==> src/verilog/avmm_pkg.sv <==
package avmm_pkg;

    // Bus geometry shared by both sides of the bridge
    localparam int ADDR_WIDTH = 10;
    localparam int DATA_WIDTH = 32;
    localparam int N_BYTES = DATA_WIDTH / 8;
    // Three bits are enough for bursts of one to four beats
    localparam int BURST_CNT_WIDTH = 3;

    // Words actually backed by storage in the memory slave
    localparam int MEM_DEPTH = 512;
    localparam int MEM_ADDR_WIDTH = $clog2(MEM_DEPTH);

    // Avalon response encodings
    localparam logic [1:0] RESP_OKAY = 2'b00;
    localparam logic [1:0] RESP_SLVERR = 2'b10;

    // A read request as it waits in the read queue
    typedef struct packed {
        logic [ADDR_WIDTH-1:0] address;
        logic [BURST_CNT_WIDTH-1:0] burstcount;
        logic [N_BYTES-1:0] byteenable;
    } rd_req_t;

    // One write beat, tagged with eop when it closes its burst
    typedef struct packed {
        logic [ADDR_WIDTH-1:0] address;
        logic [BURST_CNT_WIDTH-1:0] burstcount;
        logic [DATA_WIDTH-1:0] data;
        logic [N_BYTES-1:0] byteenable;
        logic eop;
    } wr_req_t;

endpackage

==> src/verilog/avmm_rdwr_if.sv <==
`timescale 1ns/1ps

// Split Avalon bus with independent read and write request channels
interface avmm_rdwr_if
    import avmm_pkg::*;
();

    // Read channel
    logic rd_read;
    logic [ADDR_WIDTH-1:0] rd_address;
    logic [BURST_CNT_WIDTH-1:0] rd_burstcount;
    logic [N_BYTES-1:0] rd_byteenable;
    logic rd_waitrequest;
    logic [DATA_WIDTH-1:0] rd_readdata;
    logic rd_readdatavalid;
    logic [1:0] rd_response;

    // Write channel
    logic wr_write;
    logic [ADDR_WIDTH-1:0] wr_address;
    logic [BURST_CNT_WIDTH-1:0] wr_burstcount;
    logic [DATA_WIDTH-1:0] wr_writedata;
    logic [N_BYTES-1:0] wr_byteenable;
    logic wr_waitrequest;
    logic wr_writeresponsevalid;
    logic [1:0] wr_response;

    // The master issues requests and sees back-pressure and responses
    modport master (
        output rd_read, rd_address, rd_burstcount, rd_byteenable,
        input rd_waitrequest, rd_readdata, rd_readdatavalid, rd_response,
        output wr_write, wr_address, wr_burstcount, wr_writedata, wr_byteenable,
        input wr_waitrequest, wr_writeresponsevalid, wr_response
    );

    modport slave (
        input rd_read, rd_address, rd_burstcount, rd_byteenable,
        output rd_waitrequest, rd_readdata, rd_readdatavalid, rd_response,
        input wr_write, wr_address, wr_burstcount, wr_writedata, wr_byteenable,
        output wr_waitrequest, wr_writeresponsevalid, wr_response
    );

endinterface

==> src/verilog/avmm_mem_if.sv <==
`timescale 1ns/1ps

// Single shared Avalon bus where reads and writes take turns
interface avmm_mem_if
    import avmm_pkg::*;
();

    logic read;
    logic write;
    logic [ADDR_WIDTH-1:0] address;
    logic [BURST_CNT_WIDTH-1:0] burstcount;
    logic [DATA_WIDTH-1:0] writedata;
    logic [N_BYTES-1:0] byteenable;
    logic waitrequest;
    logic [DATA_WIDTH-1:0] readdata;
    logic readdatavalid;
    logic [1:0] response;
    logic writeresponsevalid;
    logic [1:0] writeresponse;

    // Request side belongs to the master
    modport master (
        output read, write, address, burstcount, writedata, byteenable,
        input waitrequest, readdata, readdatavalid, response,
        input writeresponsevalid, writeresponse
    );

    modport slave (
        input read, write, address, burstcount, writedata, byteenable,
        output waitrequest, readdata, readdatavalid, response,
        output writeresponsevalid, writeresponse
    );

endinterface

==> src/verilog/req_fifo2.sv <==
`timescale 1ns/1ps

// Two-entry queue whose entry 0 is always the head
module req_fifo2 #(
    parameter int N_DATA_BITS = 32
) (
    input logic clk,
    input logic reset_n,
    input logic [N_DATA_BITS-1:0] enq_data,
    input logic enq_en,
    output logic not_full,
    output logic [N_DATA_BITS-1:0] first,
    input logic deq_en,
    output logic not_empty
);

    logic [N_DATA_BITS-1:0] data0;
    logic [N_DATA_BITS-1:0] data1;
    logic valid0;
    logic valid1;

    // Both flags come straight from the valid registers
    assign not_empty = valid0;
    assign not_full = !valid1;
    assign first = data0;

    always_ff @(posedge clk)
    begin
        if (!reset_n)
        begin
            valid0 <= 1'b0;
            valid1 <= 1'b0;
        end
        else if (enq_en && !deq_en)
        begin
            // New entry lands in the first free slot
            if (!valid0)
                valid0 <= 1'b1;
            else
                valid1 <= 1'b1;
        end
        else if (deq_en && !enq_en)
        begin
            // Second entry moves up to the head
            valid0 <= valid1;
            valid1 <= 1'b0;
        end
    end

    // Payload words shift toward the head as entries leave
    always_ff @(posedge clk)
    begin
        if (enq_en && deq_en)
        begin
            // Simultaneous pass-through keeps occupancy unchanged
            if (valid1)
            begin
                data0 <= data1;
                data1 <= enq_data;
            end
            else
            begin
                data0 <= enq_data;
            end
        end
        else if (enq_en)
        begin
            if (!valid0)
                data0 <= enq_data;
            else
                data1 <= enq_data;
        end
        else if (deq_en)
        begin
            data0 <= data1;
        end
    end

endmodule

==> src/verilog/rr_arbiter2.sv <==
`timescale 1ns/1ps

// Round-robin choice between two clients
module rr_arbiter2 (
    input logic clk,
    input logic reset_n,
    input logic ena,
    input logic [1:0] request,
    output logic [1:0] grant
);

    // Index of the client that won last time
    logic last_winner;

    always_comb
    begin
        grant = 2'b00;
        // No grant at all while the arbiter is held off
        if (ena)
        begin
            if (last_winner == 1'b0)
            begin
                // Client 1 is next in line
                if (request[1])
                    grant = 2'b10;
                else if (request[0])
                    grant = 2'b01;
            end
            else
            begin
                if (request[0])
                    grant = 2'b01;
                else if (request[1])
                    grant = 2'b10;
            end
        end
    end

    // Priority rotates only when a grant actually goes out
    always_ff @(posedge clk)
    begin
        if (!reset_n)
            last_winner <= 1'b1;
        else if (ena && (grant != 2'b00))
            last_winner <= grant[1];
    end

endmodule

==> src/verilog/wr_burst_tracker.sv <==
`timescale 1ns/1ps

// Finds the final beat of each write burst on the master side
module wr_burst_tracker
    import avmm_pkg::*;
(
    input logic clk,
    input logic reset_n,
    input logic flit_valid,
    input logic [BURST_CNT_WIDTH-1:0] burstcount,
    output logic eop
);

    logic in_burst;
    logic [BURST_CNT_WIDTH-1:0] beats_left;
    logic [BURST_CNT_WIDTH-1:0] cur_count;

    // The first beat takes its count from the bus, later beats from the counter
    assign cur_count = in_burst ? beats_left : burstcount;
    assign eop = (cur_count == BURST_CNT_WIDTH'(1));

    always_ff @(posedge clk)
    begin
        if (!reset_n)
        begin
            in_burst <= 1'b0;
            beats_left <= '0;
        end
        else if (flit_valid)
        begin
            in_burst <= !eop;
            beats_left <= cur_count - BURST_CNT_WIDTH'(1);
        end
    end

endmodule

==> src/verilog/avmm_rdwr_merge.sv <==
`timescale 1ns/1ps

// Merges the split read and write channels onto one shared bus
module avmm_rdwr_merge
    import avmm_pkg::*;
(
    input logic clk,
    input logic reset_n,
    avmm_rdwr_if.slave mem_master,
    avmm_mem_if.master mem_slave
);

    rd_req_t rd_in;
    rd_req_t rd_head;
    wr_req_t wr_in;
    wr_req_t wr_head;
    logic rd_not_full;
    logic rd_not_empty;
    logic wr_not_full;
    logic wr_not_empty;
    logic rd_enq;
    logic wr_enq;
    logic wr_eop;
    logic [1:0] grant;
    logic burst_open;

    // Requests transfer whenever the queue has room
    assign mem_master.rd_waitrequest = !rd_not_full;
    assign mem_master.wr_waitrequest = !wr_not_full;
    assign rd_enq = mem_master.rd_read && !mem_master.rd_waitrequest;
    assign wr_enq = mem_master.wr_write && !mem_master.wr_waitrequest;

    always_comb
    begin
        rd_in.address = mem_master.rd_address;
        rd_in.burstcount = mem_master.rd_burstcount;
        rd_in.byteenable = mem_master.rd_byteenable;

        wr_in.address = mem_master.wr_address;
        wr_in.burstcount = mem_master.wr_burstcount;
        wr_in.data = mem_master.wr_writedata;
        wr_in.byteenable = mem_master.wr_byteenable;
        wr_in.eop = wr_eop;
    end

    // Tag each write beat as it is accepted so the output side knows
    // where a burst ends
    wr_burst_tracker i_wr_tracker (
        .clk        (clk),
        .reset_n    (reset_n),
        .flit_valid (wr_enq),
        .burstcount (mem_master.wr_burstcount),
        .eop        (wr_eop)
    );

    req_fifo2 #(
        .N_DATA_BITS ($bits(rd_req_t))
    ) i_rd_fifo (
        .clk       (clk),
        .reset_n   (reset_n),
        .enq_data  (rd_in),
        .enq_en    (rd_enq),
        .not_full  (rd_not_full),
        .first     (rd_head),
        .deq_en    (mem_slave.read),
        .not_empty (rd_not_empty)
    );

    req_fifo2 #(
        .N_DATA_BITS ($bits(wr_req_t))
    ) i_wr_fifo (
        .clk       (clk),
        .reset_n   (reset_n),
        .enq_data  (wr_in),
        .enq_en    (wr_enq),
        .not_full  (wr_not_full),
        .first     (wr_head),
        .deq_en    (mem_slave.write),
        .not_empty (wr_not_empty)
    );

    // Bit 0 is the read queue and bit 1 the write queue
    // An open write burst freezes arbitration until its last beat
    rr_arbiter2 i_arbiter (
        .clk     (clk),
        .reset_n (reset_n),
        .ena     (!mem_slave.waitrequest && !burst_open),
        .request ({wr_not_empty, rd_not_empty}),
        .grant   (grant)
    );

    assign mem_slave.read = grant[0];

    // Later beats of an open burst skip arbitration entirely
    assign mem_slave.write = grant[1] ||
                             (!mem_slave.waitrequest && burst_open && wr_not_empty);

    // Write is only raised with waitrequest low, so write means the beat is taken
    always_ff @(posedge clk)
    begin
        if (!reset_n)
            burst_open <= 1'b0;
        else if (mem_slave.write)
            burst_open <= !wr_head.eop;
    end

    always_comb
    begin
        mem_slave.address = mem_slave.read ? rd_head.address : wr_head.address;
        mem_slave.burstcount = mem_slave.read ? rd_head.burstcount : wr_head.burstcount;
        mem_slave.byteenable = mem_slave.read ? rd_head.byteenable : wr_head.byteenable;
        mem_slave.writedata = wr_head.data;
    end

    // Responses go back untouched
    always_comb
    begin
        mem_master.rd_readdata = mem_slave.readdata;
        mem_master.rd_readdatavalid = mem_slave.readdatavalid;
        mem_master.rd_response = mem_slave.response;
        mem_master.wr_writeresponsevalid = mem_slave.writeresponsevalid;
        mem_master.wr_response = mem_slave.writeresponse;
    end

endmodule

==> src/flat_wrapper.sv <==
// flat-port wrapper written by rule: the top's interface ports become plain ports
module avmm_rdwr_merge_flat import avmm_pkg::*;
  (clk, reset_n, mem_master_rd_read, mem_master_rd_address, mem_master_rd_burstcount, mem_master_rd_byteenable, mem_master_rd_waitrequest, mem_master_rd_readdata, mem_master_rd_readdatavalid, mem_master_rd_response, mem_master_wr_write, mem_master_wr_address, mem_master_wr_burstcount, mem_master_wr_writedata, mem_master_wr_byteenable, mem_master_wr_waitrequest, mem_master_wr_writeresponsevalid, mem_master_wr_response, mem_slave_read, mem_slave_write, mem_slave_address, mem_slave_burstcount, mem_slave_writedata, mem_slave_byteenable, mem_slave_waitrequest, mem_slave_readdata, mem_slave_readdatavalid, mem_slave_response, mem_slave_writeresponsevalid, mem_slave_writeresponse);
  avmm_rdwr_if mem_master_i ();
  avmm_mem_if mem_slave_i ();
  input logic clk;
  input logic reset_n;
  input wire logic [$bits(mem_master_i.rd_read)-1:0] mem_master_rd_read;
  input wire logic [$bits(mem_master_i.rd_address)-1:0] mem_master_rd_address;
  input wire logic [$bits(mem_master_i.rd_burstcount)-1:0] mem_master_rd_burstcount;
  input wire logic [$bits(mem_master_i.rd_byteenable)-1:0] mem_master_rd_byteenable;
  output wire logic [$bits(mem_master_i.rd_waitrequest)-1:0] mem_master_rd_waitrequest;
  output wire logic [$bits(mem_master_i.rd_readdata)-1:0] mem_master_rd_readdata;
  output wire logic [$bits(mem_master_i.rd_readdatavalid)-1:0] mem_master_rd_readdatavalid;
  output wire logic [$bits(mem_master_i.rd_response)-1:0] mem_master_rd_response;
  input wire logic [$bits(mem_master_i.wr_write)-1:0] mem_master_wr_write;
  input wire logic [$bits(mem_master_i.wr_address)-1:0] mem_master_wr_address;
  input wire logic [$bits(mem_master_i.wr_burstcount)-1:0] mem_master_wr_burstcount;
  input wire logic [$bits(mem_master_i.wr_writedata)-1:0] mem_master_wr_writedata;
  input wire logic [$bits(mem_master_i.wr_byteenable)-1:0] mem_master_wr_byteenable;
  output wire logic [$bits(mem_master_i.wr_waitrequest)-1:0] mem_master_wr_waitrequest;
  output wire logic [$bits(mem_master_i.wr_writeresponsevalid)-1:0] mem_master_wr_writeresponsevalid;
  output wire logic [$bits(mem_master_i.wr_response)-1:0] mem_master_wr_response;
  output wire logic [$bits(mem_slave_i.read)-1:0] mem_slave_read;
  output wire logic [$bits(mem_slave_i.write)-1:0] mem_slave_write;
  output wire logic [$bits(mem_slave_i.address)-1:0] mem_slave_address;
  output wire logic [$bits(mem_slave_i.burstcount)-1:0] mem_slave_burstcount;
  output wire logic [$bits(mem_slave_i.writedata)-1:0] mem_slave_writedata;
  output wire logic [$bits(mem_slave_i.byteenable)-1:0] mem_slave_byteenable;
  input wire logic [$bits(mem_slave_i.waitrequest)-1:0] mem_slave_waitrequest;
  input wire logic [$bits(mem_slave_i.readdata)-1:0] mem_slave_readdata;
  input wire logic [$bits(mem_slave_i.readdatavalid)-1:0] mem_slave_readdatavalid;
  input wire logic [$bits(mem_slave_i.response)-1:0] mem_slave_response;
  input wire logic [$bits(mem_slave_i.writeresponsevalid)-1:0] mem_slave_writeresponsevalid;
  input wire logic [$bits(mem_slave_i.writeresponse)-1:0] mem_slave_writeresponse;
  assign mem_master_i.rd_read = mem_master_rd_read;
  assign mem_master_i.rd_address = mem_master_rd_address;
  assign mem_master_i.rd_burstcount = mem_master_rd_burstcount;
  assign mem_master_i.rd_byteenable = mem_master_rd_byteenable;
  assign mem_master_rd_waitrequest = mem_master_i.rd_waitrequest;
  assign mem_master_rd_readdata = mem_master_i.rd_readdata;
  assign mem_master_rd_readdatavalid = mem_master_i.rd_readdatavalid;
  assign mem_master_rd_response = mem_master_i.rd_response;
  assign mem_master_i.wr_write = mem_master_wr_write;
  assign mem_master_i.wr_address = mem_master_wr_address;
  assign mem_master_i.wr_burstcount = mem_master_wr_burstcount;
  assign mem_master_i.wr_writedata = mem_master_wr_writedata;
  assign mem_master_i.wr_byteenable = mem_master_wr_byteenable;
  assign mem_master_wr_waitrequest = mem_master_i.wr_waitrequest;
  assign mem_master_wr_writeresponsevalid = mem_master_i.wr_writeresponsevalid;
  assign mem_master_wr_response = mem_master_i.wr_response;
  assign mem_slave_read = mem_slave_i.read;
  assign mem_slave_write = mem_slave_i.write;
  assign mem_slave_address = mem_slave_i.address;
  assign mem_slave_burstcount = mem_slave_i.burstcount;
  assign mem_slave_writedata = mem_slave_i.writedata;
  assign mem_slave_byteenable = mem_slave_i.byteenable;
  assign mem_slave_i.waitrequest = mem_slave_waitrequest;
  assign mem_slave_i.readdata = mem_slave_readdata;
  assign mem_slave_i.readdatavalid = mem_slave_readdatavalid;
  assign mem_slave_i.response = mem_slave_response;
  assign mem_slave_i.writeresponsevalid = mem_slave_writeresponsevalid;
  assign mem_slave_i.writeresponse = mem_slave_writeresponse;
  avmm_rdwr_merge u_core (.clk(clk), .reset_n(reset_n), .mem_master(mem_master_i), .mem_slave(mem_slave_i));
endmodule
==> config.mk <==
export PLATFORM = sky130hd
export DESIGN_NAME = avmm_rdwr_merge_flat
export DESIGN_NICKNAME = d
export VERILOG_FILES = /design/src/verilog/avmm_pkg.sv /design/src/verilog/avmm_rdwr_if.sv /design/src/verilog/avmm_mem_if.sv /design/src/verilog/req_fifo2.sv /design/src/verilog/rr_arbiter2.sv /design/src/verilog/wr_burst_tracker.sv /design/src/verilog/avmm_rdwr_merge.sv /design/src/flat_wrapper.sv
export SDC_FILE = /design/constraint.sdc
export NUM_CORES = 1
export LEC_CHECK = 0
export BUFFER_PORTS_ARGS = -buffer_cell sky130_fd_sc_hd__buf_2
export CORE_ASPECT_RATIO = 0.7
export CORE_MARGIN = 2
export CORE_UTILIZATION = 47
export CTS_BUF_LIST = sky130_fd_sc_hd__clkbuf_8
export DETAILED_ROUTE_END_ITERATION = 10
export MAX_ROUTING_LAYER = met4
export PLACE_DENSITY = 0.78
export REMOVE_ABC_BUFFERS = 1
export SLEW_MARGIN = 20
export SYNTH_ARGS = -nofsm -noshare
export SYNTH_HDL_FRONTEND = slang
export SYNTH_SLANG_ARGS = --single-unit
export TNS_END_PERCENT = 50
==> constraint.sdc <==
create_clock -name clk -period 8.2 [get_ports clk]
set_clock_uncertainty 0.05 [all_clocks]
set_input_delay 0.41 -clock clk [delete_from_list [all_inputs] [get_ports clk]]
set_output_delay 0.41 -clock clk [all_outputs]
set_load 0.05 [all_outputs]
==> results.md, run 1 <==
- Status: finished clean
- Hold Crit Class: input pin to register
- RePlAce Congestion: 0.7568
- Crit. End Element: register
- TritonCTS clock tree: built
- Post-Synth Simple-Gate Area: 1.986%
- Fin. Hold Viols: 0
- DP HPWL: 8429 um
- Reg2Reg Setup Slack: 5.17 ns
- Reg-to-reg startpoint: u_core.i_wr_fifo.not_empty$_SDFFE_PN0P_
- Nets: 561
- Worst-Skew Late Latency: ~0.42 ns
- Worst R2R End: u_core.i_rd_fifo.first[7]$_DFFE_PP_
- CP max-delay cell: o21bai_2
- Root buffer cell: clkbuf_8
- Setup bufs post-CTS: 0
- Port bufs: 123
- Hold Path Sink: u_core.i_wr_fifo.data1[47]$_DFFE_PP_
- Leakage: 2.700 nW
- Worst-path cell chain: inv_1 > o21ai_4 > inv_1 > ha_1 > o21bai_2 > mux2_2
- Total track usage: roughly 19%
- Hold Crit Depth: 1
- Syn Area/Cell: approximately 17 um2
- DR pass1 iterations: 4
- CTS sink count: 144
- Clock tree buffer depth: 2
- Die area: roughly 0.014 mm2
- Synthesized area: 0.006237 mm2
- Crit path launch type: register
- CP max FO: 20
- Drt wl/cell: 19.94 um
- Required time of the critical path: 8.33 ns
- WHS: 0.1146 ns
- Adder-cell area share of the yosys netlist: 2.207%
- Vias in the first global route: 3220
- Power Dens Cells: 277.3 mW/mm2
- Unrepaired setup endpoints after global routing: false
- Worst Min Path Start: mem_master_wr_address[7]
- Die H: 100.4 um
- Worst-Margin Slew: approximately 0.89 ns
- Drt initial violations: 170
- Worst VDD drop: 0.1328 mV
- CTS buffer count: 17
- CP max stage delay: 0.69 ns
- Total grt overflow: 0
- Hold_buf cts: 0
- Slew headroom: between 40% and 50%
- # IOs: 200
- Most frequent CP cell: inv_1
- Reg2reg path depth: 6
- Yosys reg bits: 144
- Post-Syn Instances: 372
- Final core occ: 53.89%
- Worst Setup Slack, final: 5.170 ns
- Mux cell area share after synthesis: 15.97%
- Area post-placement: 0.006555 mm2
- DR vias/cell: between 5 and 6
- Drt total wl: 12400 um
- Synth Area in XOR/XNOR: 0%
- Compound-Gate Fraction of Synth Area: 2.367%
- Post-cts resize count: 0
- Setup TNS: 0 ns
- Site row count: 35
- Core Area: 0.01305 mm2
- Final Max Tran Viols: 0
- Final antenna-violating net count: 0
- Largest net degree at the start of global routing: 51
- Period minus WS final: between 3 and 4 ns
- CP Data Arrival Time: about 3.2 ns
- Cell area after layout: 0.007033 mm2
- First-pass GRT wire length: 18540 um
- CTS H-tree lvls: 4
- Largest family of logic cells by synthesized area: multiplexers
- DRC Markers: 0
- Die Wd: 141.7 um
- Max cap viols: 0
- Crit Path Category: register to register
- YS warnings: 0
- Initial core utilization: 47.79%
- Antenna violations before repair: 2
- Fraction of layout cells with a size suffix above 1: 55.07%
- P&R area growth vs syn: 12.76%
- Synth unique cells: 29
- Crit share post-route: 36.95%
- Place WS: 5.158 ns
- FMAX: roughly 330 MHz
- Clk slew on worst S/H paths: 0.08 ns
- Seq/Total Area, Yosys: 67.72%
- Area contributors post-synth: edfxtp_1 (65%), mux2_2 (14%), buf_4 (8.4%), dfxtp_1 (3.2%), ha_1 (2.2%)
- Final setup fails: 0
- Top-area cell type share of the netlist area: 64.51%
- Post-synth top area cell: edfxtp_1
- Vias post-DR: approximately 3200
[stage by stage]
stage | total power, mW | std cells
6_report | 1.950 | 622
5_1_grt | 2.030 | 622
4_1_cts | 1.975 | 620
3_5_place_dp | 1.313 | 588
3_3_place_gp | 1.301 | 588
2_1_floorplan | 1.216 | 295
[cell families after synthesis]
kind of cell               after synthesis
muxes                                   86
AOI/OAI and AO/OA                       21
and+or+nand+nor                         22
DFF                                    144
buffers and inverters                   88
adders and majority gates               11
[how the worst max path moves through the flow]
stage / slack [ns] / startpoint / endpoint
6_report: 5.17 / u_core.i_wr_fifo.not_empty$_SDFFE_PN0P_ / u_core.i_rd_fifo.first[7]$_DFFE_PP_
5_1_grt: 4.94 / u_core.i_wr_fifo.not_empty$_SDFFE_PN0P_ / u_core.i_rd_fifo.first[16]$_DFFE_PP_
4_1_cts: 5.13 / u_core.i_wr_fifo.not_empty$_SDFFE_PN0P_ / u_core.i_rd_fifo.first[16]$_DFFE_PP_
3_5_place_dp: 5.16 / u_core.i_wr_fifo.not_empty$_SDFFE_PN0P_ / u_core.i_rd_fifo.first[16]$_DFFE_PP_
3_3_place_gp: 5.32 / u_core.i_wr_fifo.not_empty$_SDFFE_PN0P_ / u_core.i_rd_fifo.first[8]$_DFFE_PP_
2_1_floorplan: -0.16 / u_core.i_wr_fifo.valid1$_SDFFE_PN0P_ / u_core.i_wr_fifo.first[0]$_DFFE_PP_
[area by class of cell]
| class | instances | area [um2] |
|---|---|---|
| timing repair buffer | 127 | 645.6 |
| clock inverter | 15 | 239.0 |
| multi-input combinational | 140 | 1436 |
| tap | 166 | 207.7 |
| clock buffer | 17 | 234.0 |
| sequential | 144 | 4224 |
| antenna | 2 | 5.005 |
| inverter | 11 | 41.29 |
| fill | 1070 | 6017 |
[state kept, by name, summed over array words and instances (netlist names), 3 cells and up]
signal,cells
u_core.i_rd_fifo.data1,17
u_core.i_rd_fifo.first,17
u_core.i_wr_fifo.data1,50
u_core.i_wr_fifo.first,50
u_core.i_wr_tracker.beats_left,3
[worst max-delay path, delay by kind of cell (launching register included)]
family,cells,cell delay [ns]
buffers and inverters,2,0.30
multiplexers,1,0.42
adder cells (fa/ha/maj),1,0.29
AO/OA/AOI/OAI,2,1.34
flip-flops,1,0.36
[metal layers]
metal  GRT usage [%]  up-vias  part of all wire, %
met5               -        -                    0
met4           5.308        0                 0.75
met3           11.64        9                   13
met2           24.38      168                   41
met1           23.71     1543                   46
li1                -     1453                    -
[Yosys cell counts]
cell	instances
nor3b_4	1
o2111ai_1	1
mux2i_1	2
and3_1	1
o21bai_2	1
o31a_1	1
ha_1	11
nor2_1	5
a211oi_1	3
a31oi_1	1
buf_6	1
o21ai_4	1
o21bai_1	1
nor2b_1	2
nand2b_1	4
nor3_1	2
mux2_2	76
or3_1	1
dfxtp_1	10
o221a_2	1
buf_4	70
edfxtp_1	134
nor3b_1	1
mux2_4	8
a21oi_1	6
o21ai_0	5
inv_1	11
nand2_1	5
buf_2	6
[power breakdown]
part	switching [mW]	internal, mW
Combinational	0.254	0.113
Sequential	0.0237	0.901
Clock	0.267	0.392
Total	0.545	1.41
[cell usage in the layout, fill, tap and decap left out, types with 2 or more instances in the layout]
master and n:
a211oi_1 3, a21oi_1 6, buf_2 123, buf_4 4, bufinv_16 6, clkbuf_8 17
clkinv_1 2, clkinv_2 2, clkinvlp_4 2, dfxtp_1 10, diode_2 2, edfxtp_1 134
ha_1 11, inv_1 11, inv_6 2, mux2_2 76, mux2_4 8, mux2i_1 2
nand2_1 5, nand2b_1 4, nor2_1 3, nor2b_1 2, o21ai_0 5
No activity file was read; power rests on OpenSTA's default activity.
==> inputs of run 2 (changes only) <==
Settings changed: PLACE_DENSITY 0.78 to 0.75.
Clock period 8.2 ns to 3 ns, I/O delays scaled along.
==> results.md, run 2 (synthesis results as in run 1) <==
- Status: finished clean (unchanged)
- Fin. Hold Viols: 0 (unchanged)
- Max cap viols: 0 (unchanged)
- DRC Markers: 0 (unchanged)
- Die Wd: 141.7 um (unchanged)
- TritonCTS clock tree: built (unchanged)
- Crit. End Element: register (unchanged)
- Worst VDD drop: 0.2816 mV (was 0.1328 mV)
- Worst-Skew Late Latency: 0.43 ns (was 0.42 ns)
- First-pass GRT wire length: 19780 um (was 18540 um)
- Site row count: 35 (unchanged)
- CP max FO: 50 (was 20)
- Die H: 100.4 um (unchanged)
- Unrepaired setup endpoints after global routing: false (unchanged)
- Drt wl/cell: 19.09 um (was 19.94 um)
- Port bufs: 123 (unchanged)
- Fraction of layout cells with a size suffix above 1: 47.81% (was 55.07%)
- Crit path launch type: register (unchanged)
- RePlAce Congestion: 0.8128 (was 0.7568)
- Leakage: 2.979 nW (was 2.700 nW)
- Crit share post-route: 78.02% (was 36.95%)
- CP Data Arrival Time: 2.47 ns (was 3.16 ns)
- # diodes: 0 (was 2)
- Period minus WS final: 2.341 ns (was 3.030 ns)
- Hold Crit Class: input pin to register (unchanged)
- Placed insts: 591 (was 588)
- Slew headroom: 69.80% (was 40.30%)
- Setup TNS: 0 ns (unchanged)
- DR pass1 iterations: 5 (was 4)
- Cell area after layout: 0.007699 mm2 (was 0.007033 mm2)
- Core Area: 0.01305 mm2 (unchanged)
- Commonest non-fill, non-tap cells in the layout: edfxtp_1 (134), buf_2 (123), mux2_2 (76) (unchanged)
- WHS: 0.1896 ns (was 0.1146 ns)
- Initial core utilization: 47.79% (unchanged)
- DR vias/cell: 5.069 (was 5.101)
- CTS sink count: 144 (unchanged)
- Total track usage: 19.58% (was 18.57%)
- Filler cells: 1024 (was 1070)
- Root buffer cell: clkbuf_8 (unchanged)
- Nets: 632 (was 561)
- Drt total wl: 13190 um (was 12400 um)
- Area post-placement: 0.006615 mm2 (was 0.006555 mm2)
- # IOs: 200 (unchanged)
- Clock tree buffer depth: 2 (unchanged)
- Final Non-Filler Cells: 691 (was 622)
- Final core occ: 58.99% (was 53.89%)
- Vias in the first global route: 3579 (was 3220)
- Setup bufs post-CTS: 0 (unchanged)
- P&R area growth vs syn: 23.43% (was 12.76%)
- Final Max Tran Viols: 0 (unchanged)
- Final antenna-violating net count: 0 (unchanged)
- Required time of the critical path: 3.13 ns (was 8.33 ns)
- Drt initial violations: 236 (was 170)
- CTS H-tree lvls: 4 (unchanged)
- Power Dens Cells: 673.4 mW/mm2 (was 277.3 mW/mm2)
- FMAX: 427.2 MHz (was 330.1 MHz)
- Most common cell after layout, fill and taps aside: edfxtp_1 (unchanged)
- Die area: 0.01422 mm2 (unchanged)
- Largest net degree at the start of global routing: 52 (was 51)
- Worst-Margin Slew: 0.4530 ns (was 0.8945 ns)
- Crit Path Category: register to register (unchanged)
- Post-cts resize count: 0 (unchanged)
- Vias post-DR: 3503 (was 3173)
- Antenna violations before repair: 0 (was 2)
- Total grt overflow: 0 (unchanged)
- CTS buffer count: 17 (unchanged)
- Final setup fails: 0 (unchanged)
- DP HPWL: 8496 um (was 8429 um)
- Clk slew on worst S/H paths: 0.08 ns (about the same)
run 2: changes by cell type in the layout (fill, tap and decap cells not counted), sizes merged:
cell,previous run,this run
bufinv,6,3
inv,13,14
dlygate4sd3,0,68
clkinv,5,7
diode,2,0
buf,127,130
run 2: cell type report:
type	count	area, um2	share of cell area, %
clock inverters	15	168.9	2.194
repair buffers	198	1386	18.01
clock buffers	17	234.0	3.039
multi-input cells	140	1436	18.66
flip-flops and latches	144	4224	54.87
inverters	11	41.29	0.5363
well taps	166	207.7	2.698
run 2: report_power, final:
group / internal [mW] / switching [mW] / total (mW)
clock network: 0.818 / 0.735 / 1.55
registers: 2.46 / 0.0641 / 2.52
logic: 0.386 / 0.722 / 1.11
run 2: final timing paths:
path,start,endpoint,slack [ns],cells past startpoint
max,u_core.i_wr_fifo.valid1$_SDFFE_PN0P_,u_core.i_wr_fifo.first[42]$_DFFE_PP_,0.66,6
min reg2reg,u_core.i_wr_tracker.beats_left[0]$_SDFFE_PN0P_,u_core.i_wr_tracker.beats_left[0]$_SDFFE_PN0P_,0.43,2
max reg2reg,u_core.i_wr_fifo.valid1$_SDFFE_PN0P_,u_core.i_wr_fifo.first[42]$_DFFE_PP_,0.66,6
min,mem_master_wr_write,u_core.i_wr_tracker.beats_left[0]$_SDFFE_PN0P_,0.19,4
run 2: worst max-delay path, cell delays in order (launching register included):
cell	delay, ns
dfxtp_1	0.39
nand2b_1	0.28
inv_1	0.23
ha_1	0.27
o21bai_4	0.14
buf_12	0.29
mux2_2	0.39
run 2: timing repair:
| action | in CTS | in global routing |
|---|---|---|
| hold buffers | 68 | 0 |
| endpoints found under the hold margin | 133 | 0 |
| setup endpoints to repair | 0 | 0 |
run 2: stage by stage:
step	power (mW)	setup WS, ns
global route	5.389	0.5132
detailed placement	3.613	0.6912
CTS	5.241	0.6530
floorplan	3.323	-5.360
global placement	3.585	0.7911
finish	5.184	0.6593
run 2: metal layers:
| metal | part of all wire, % | global-route usage [%] | vias to the layer above |
|---|---|---|---|
| met1 | 46 | 24.86 | 1718 |
| met2 | 43 | 27.07 | 181 |
| li1 | - | - | 1594 |
| met3 | 11 | 10.35 | 10 |
| met4 | 0.61 | 6.231 | 0 |
| met5 | 0 | - | - |
==> inputs of run 3 (changes only) <==
Settings changed: ABC_AREA set to 1.
Clock period 3 ns to 2.1 ns, I/O delays scaled along.
==> results.md, run 3 <==
- Final Max Tran Viols: 0 (unchanged)
- Reg area: 0.004228 mm2 (was 0.004224 mm2)
- Post-synth top area cell: edfxtp_1 (unchanged)
- Nets: 1031 (was 632)
- YS warnings: 0 (unchanged)
- Met3 WL: 1980 um (was 1435 um)
- Worst-path cell chain: nand3_1 > nand2_1 > inv_1 > ha_1 > nor3_2 > buf_6 (was nand2b_1 > inv_1 > ha_1 > o21bai_4 > buf_12 > mux2_2)
- Max cap viols: 0 (unchanged)
- Most common cell after layout, fill and taps aside: o21ai_0 (was edfxtp_1)
- CTS sink count: 144 (unchanged)
- Worst VDD drop: 0.4389 mV (was 0.2816 mV)
- CP max FO: 23 (was 50)
- Final setup fails: 0 (unchanged)
- Slew headroom: 55.10% (was 69.80%)
- RePlAce Congestion: 0.7747 (was 0.8128)
- # diodes: 0 (unchanged)
- Hold Crit Class: input pin to primary output (was input pin to register)
- Die Wd: 155.6 um (was 141.7 um)
- Vias in the first global route: 5488 (was 3579)
- Leakage: 3.753 nW (was 2.979 nW)
- DR pass1 iterations: 5 (unchanged)
- Period minus WS final: 2.030 ns (was 2.341 ns)
- Root buffer cell: clkbuf_8 (unchanged)
- Reg-to-reg startpoint: u_core.i_rd_fifo.not_empty$_SDFFE_PN0P_ (was u_core.i_wr_fifo.valid1$_SDFFE_PN0P_)
- CP Data Arrival Time: 2.11 ns (was 2.47 ns)
- Async SR Flop Fraction: 0% (unchanged)
- Met2 Wirelength: 7960 um (was 5608 um)
- Crit path launch type: register (unchanged)
- Largest net degree at the start of global routing: 102 (was 52)
- Final antenna-violating net count: 0 (unchanged)
- Worst-Skew Late Latency: 0.44 ns (was 0.43 ns)
- Cell area after layout: 0.008890 mm2 (was 0.007699 mm2)
- Worst-Margin Slew: 0.6735 ns (was 0.4530 ns)
- Reg2reg path depth: 6 (unchanged)
- Die area: 0.01713 mm2 (was 0.01422 mm2)
- TritonCTS clock tree: built (unchanged)
- Antenna violations before repair: 0 (unchanged)
- Drt total wl: 18360 um (was 13190 um)
- Drt wl/cell: 16.33 um (was 19.09 um)
- Placed insts: 1023 (was 591)
- Crit share post-route: 96.65% (was 78.02%)
- Site row count: 38 (was 35)
- Initial core utilization: 48.48% (was 47.79%)
- Post-Syn Instances: 796 (was 372)
- Hold Crit Depth: 0 (was 4)
- Top cells by count, synth: o21ai_0 (140), edfxtp_1 (134), inv_1 (81) (was edfxtp_1 (134), mux2_2 (76), buf_4 (70))
- Setup TNS: 0 ns (unchanged)
- P&R area growth vs syn: 17.59% (was 23.43%)
- Reg2Reg Setup Slack: 0.07 ns (was 0.66 ns)
- Crit path max-delay family: simple AND/OR/NAND/NOR gates (was buffers and inverters)
- Most used DFF post-synth: edfxtp_1 (unchanged)
- Commonest non-fill, non-tap cells in the layout: o21ai_0 (140), edfxtp_1 (134), buf_2 (122) (was edfxtp_1 (134), buf_2 (123), mux2_2 (76))
- Clk slew on worst S/H paths: 0.08 ns (about the same)
- Area of the multi-input gates: 0.002202 mm2 (was 0.001436 mm2)
- Crit Path Category: register to register (unchanged)
- Vias post-DR: 5906 (was 3503)
- Top Layer Used: met4 (unchanged)
- Worst R2R End: u_core.i_wr_fifo.data1[26]$_DFFE_PP_ (was u_core.i_wr_fifo.first[42]$_DFFE_PP_)
- Power Dens Cells: 836.1 mW/mm2 (was 673.4 mW/mm2)
- Hold Path Sink: mem_master_wr_response[1] (was u_core.i_wr_tracker.beats_left[0]$_SDFFE_PN0P_)
- DRC Markers: 0 (unchanged)
- Syn Area/Cell: 9.497 um2 (was 16.77 um2)
- Setup bufs post-CTS: 0 (unchanged)
- CTS H-tree lvls: 4 (unchanged)
- Drt initial violations: 298 (was 236)
- Top-area cell type share of the netlist area: 53.23% (was 64.51%)
- Final Non-Filler Cells: 1124 (was 691)
- Filler cells: 1332 (was 1024)
- Crit. End Element: register (unchanged)
- CTS buffer count: 17 (unchanged)
- Total grt overflow: 0 (unchanged)
- Fin. Hold Viols: 0 (unchanged)
- Yosys reg bits: 144 (unchanged)
- Area contributors post-synth: edfxtp_1 (53%), o21ai_0 (9.3%), buf_4 (7.2%), a21oi_1 (5.1%), o21ai_1 (4.2%) (was edfxtp_1 (65%), mux2_2 (14%), buf_4 (8.4%), dfxtp_1 (3.2%), ha_1 (2.2%))
- Seq/Total Area, Yosys: 55.88% (was 67.72%)
- DR vias/cell: 5.254 (was 5.069)
- Post-synth EDFFs: 134 (unchanged)
- Final core occ: 57.00% (was 58.99%)
- Unrepaired setup endpoints after global routing: true (was false)
- FMAX: 492.7 MHz (was 427.2 MHz)
- Area post-placement: 0.007806 mm2 (was 0.006615 mm2)
- Die H: 110.1 um (was 100.4 um)
- Most common cell in the netlist: o21ai_0 (was edfxtp_1)
- Fraction of layout cells with a size suffix above 1: 20.24% (was 47.81%)
- DP HPWL: 11730 um (was 8496 um)
- First-pass GRT wire length: 28160 um (was 19780 um)
- Port bufs: 123 (unchanged)
- CP max stage delay: 0.39 ns (about the same)
- Synthesized area: 0.007560 mm2 (was 0.006237 mm2)
- Met1 WL: 8225 um (was 6064 um)
- Synth unique cells: 26 (was 29)
- Total track usage: 22.23% (was 19.58%)
- Worst path bufs/invs: 2 (unchanged)
- Status: finished clean (unchanged)
- # IOs: 200 (unchanged)
- Core Area: 0.01560 mm2 (was 0.01305 mm2)
- Clock tree buffer depth: 2 (unchanged)
- Worst Min Path Start: mem_slave_writeresponse[1] (was mem_master_wr_write)
- CP max-delay cell: dfxtp_1 (unchanged)
- Required time of the critical path: 2.18 ns (was 3.13 ns)
run 3: worst max path at each step:
stage                                            startpoint                                    to  cells past startpoint
floorplan              u_core.i_wr_fifo.valid1$_SDFFE_PN0P_   u_core.i_wr_fifo.first[0]$_DFFE_PP_                      6
global placement    u_core.i_wr_fifo.not_empty$_SDFFE_PN0P_   u_core.i_wr_fifo.data1[6]$_DFFE_PP_                      7
detailed placement  u_core.i_wr_fifo.not_empty$_SDFFE_PN0P_  u_core.i_wr_fifo.data1[44]$_DFFE_PP_                      7
CTS                    u_core.i_wr_fifo.valid1$_SDFFE_PN0P_             mem_master_wr_waitrequest                      2
global route        u_core.i_rd_fifo.not_empty$_SDFFE_PN0P_  u_core.i_wr_fifo.data1[39]$_DFFE_PP_                      6
finish              u_core.i_rd_fifo.not_empty$_SDFFE_PN0P_  u_core.i_wr_fifo.data1[26]$_DFFE_PP_                      6
run 3: per-stage QoR:
step	power (mW)	setup slack, ns	hold slack (ns)
2_1_floorplan	4.775	-8.176	0.1391
3_3_place_gp	5.251	0.08735	0.1604
3_5_place_dp	5.286	0.03625	0.1604
4_1_cts	7.463	0.01179	0.1504
5_1_grt	7.772	-0.02824	0.1603
6_report	7.433	0.07037	0.1603
run 3: cell families (layout without fill, tap and decap cells):
group | count (synthesis) | count (layout) | share of synthesized area [%]
adders and majority gates | 11 | 11 | 1.821
buffers and inverters | 204 | 332 | 15.16
AOI/OAI and AO/OA | 283 | 283 | 18.85
muxes | 1 | 1 | 0.1324
DFF | 144 | 144 | 55.88
and+or+nand+nor | 153 | 153 | 8.160
run 3: final cells by class:
cell class	instances	share of cell area, %
clock buffer	17	2.632
clock inverter	15	1.506
inverter	88	3.772
multi-input combinational	448	24.77
sequential	144	47.56
tap	200	2.815
timing repair buffer	212	16.95
run 3: where the power goes:
group	leakage, nW	internal (mW)	switching (mW)
sequential	1.34	3.50	0.102
clock	0.190	0.949	1.15
combinational	2.22	0.496	1.24
run 3: worst register-to-register path, stage by stage, from the launching register on:
cell and delay, ns:
dfxtp_1 0.39, nand3_1 0.13, nand2_1 0.14, inv_1 0.10
ha_1 0.21, nor3_2 0.39, buf_6 0.29
run 3: what timing repair did:
item                                    in CTS  in global routing
hold buffers                                69                  0
resized for setup                            0                  9
endpoints found under the hold margin      134                  0
endpoints found under the setup margin       0                101
run 3: layer usage:
layer	vias to the layer above	GRT usage [%]
li1	2870	-
met2	280	32.74
met5	-	-
met1	2741	28.19
met4	0	6.356
met3	15	9.578
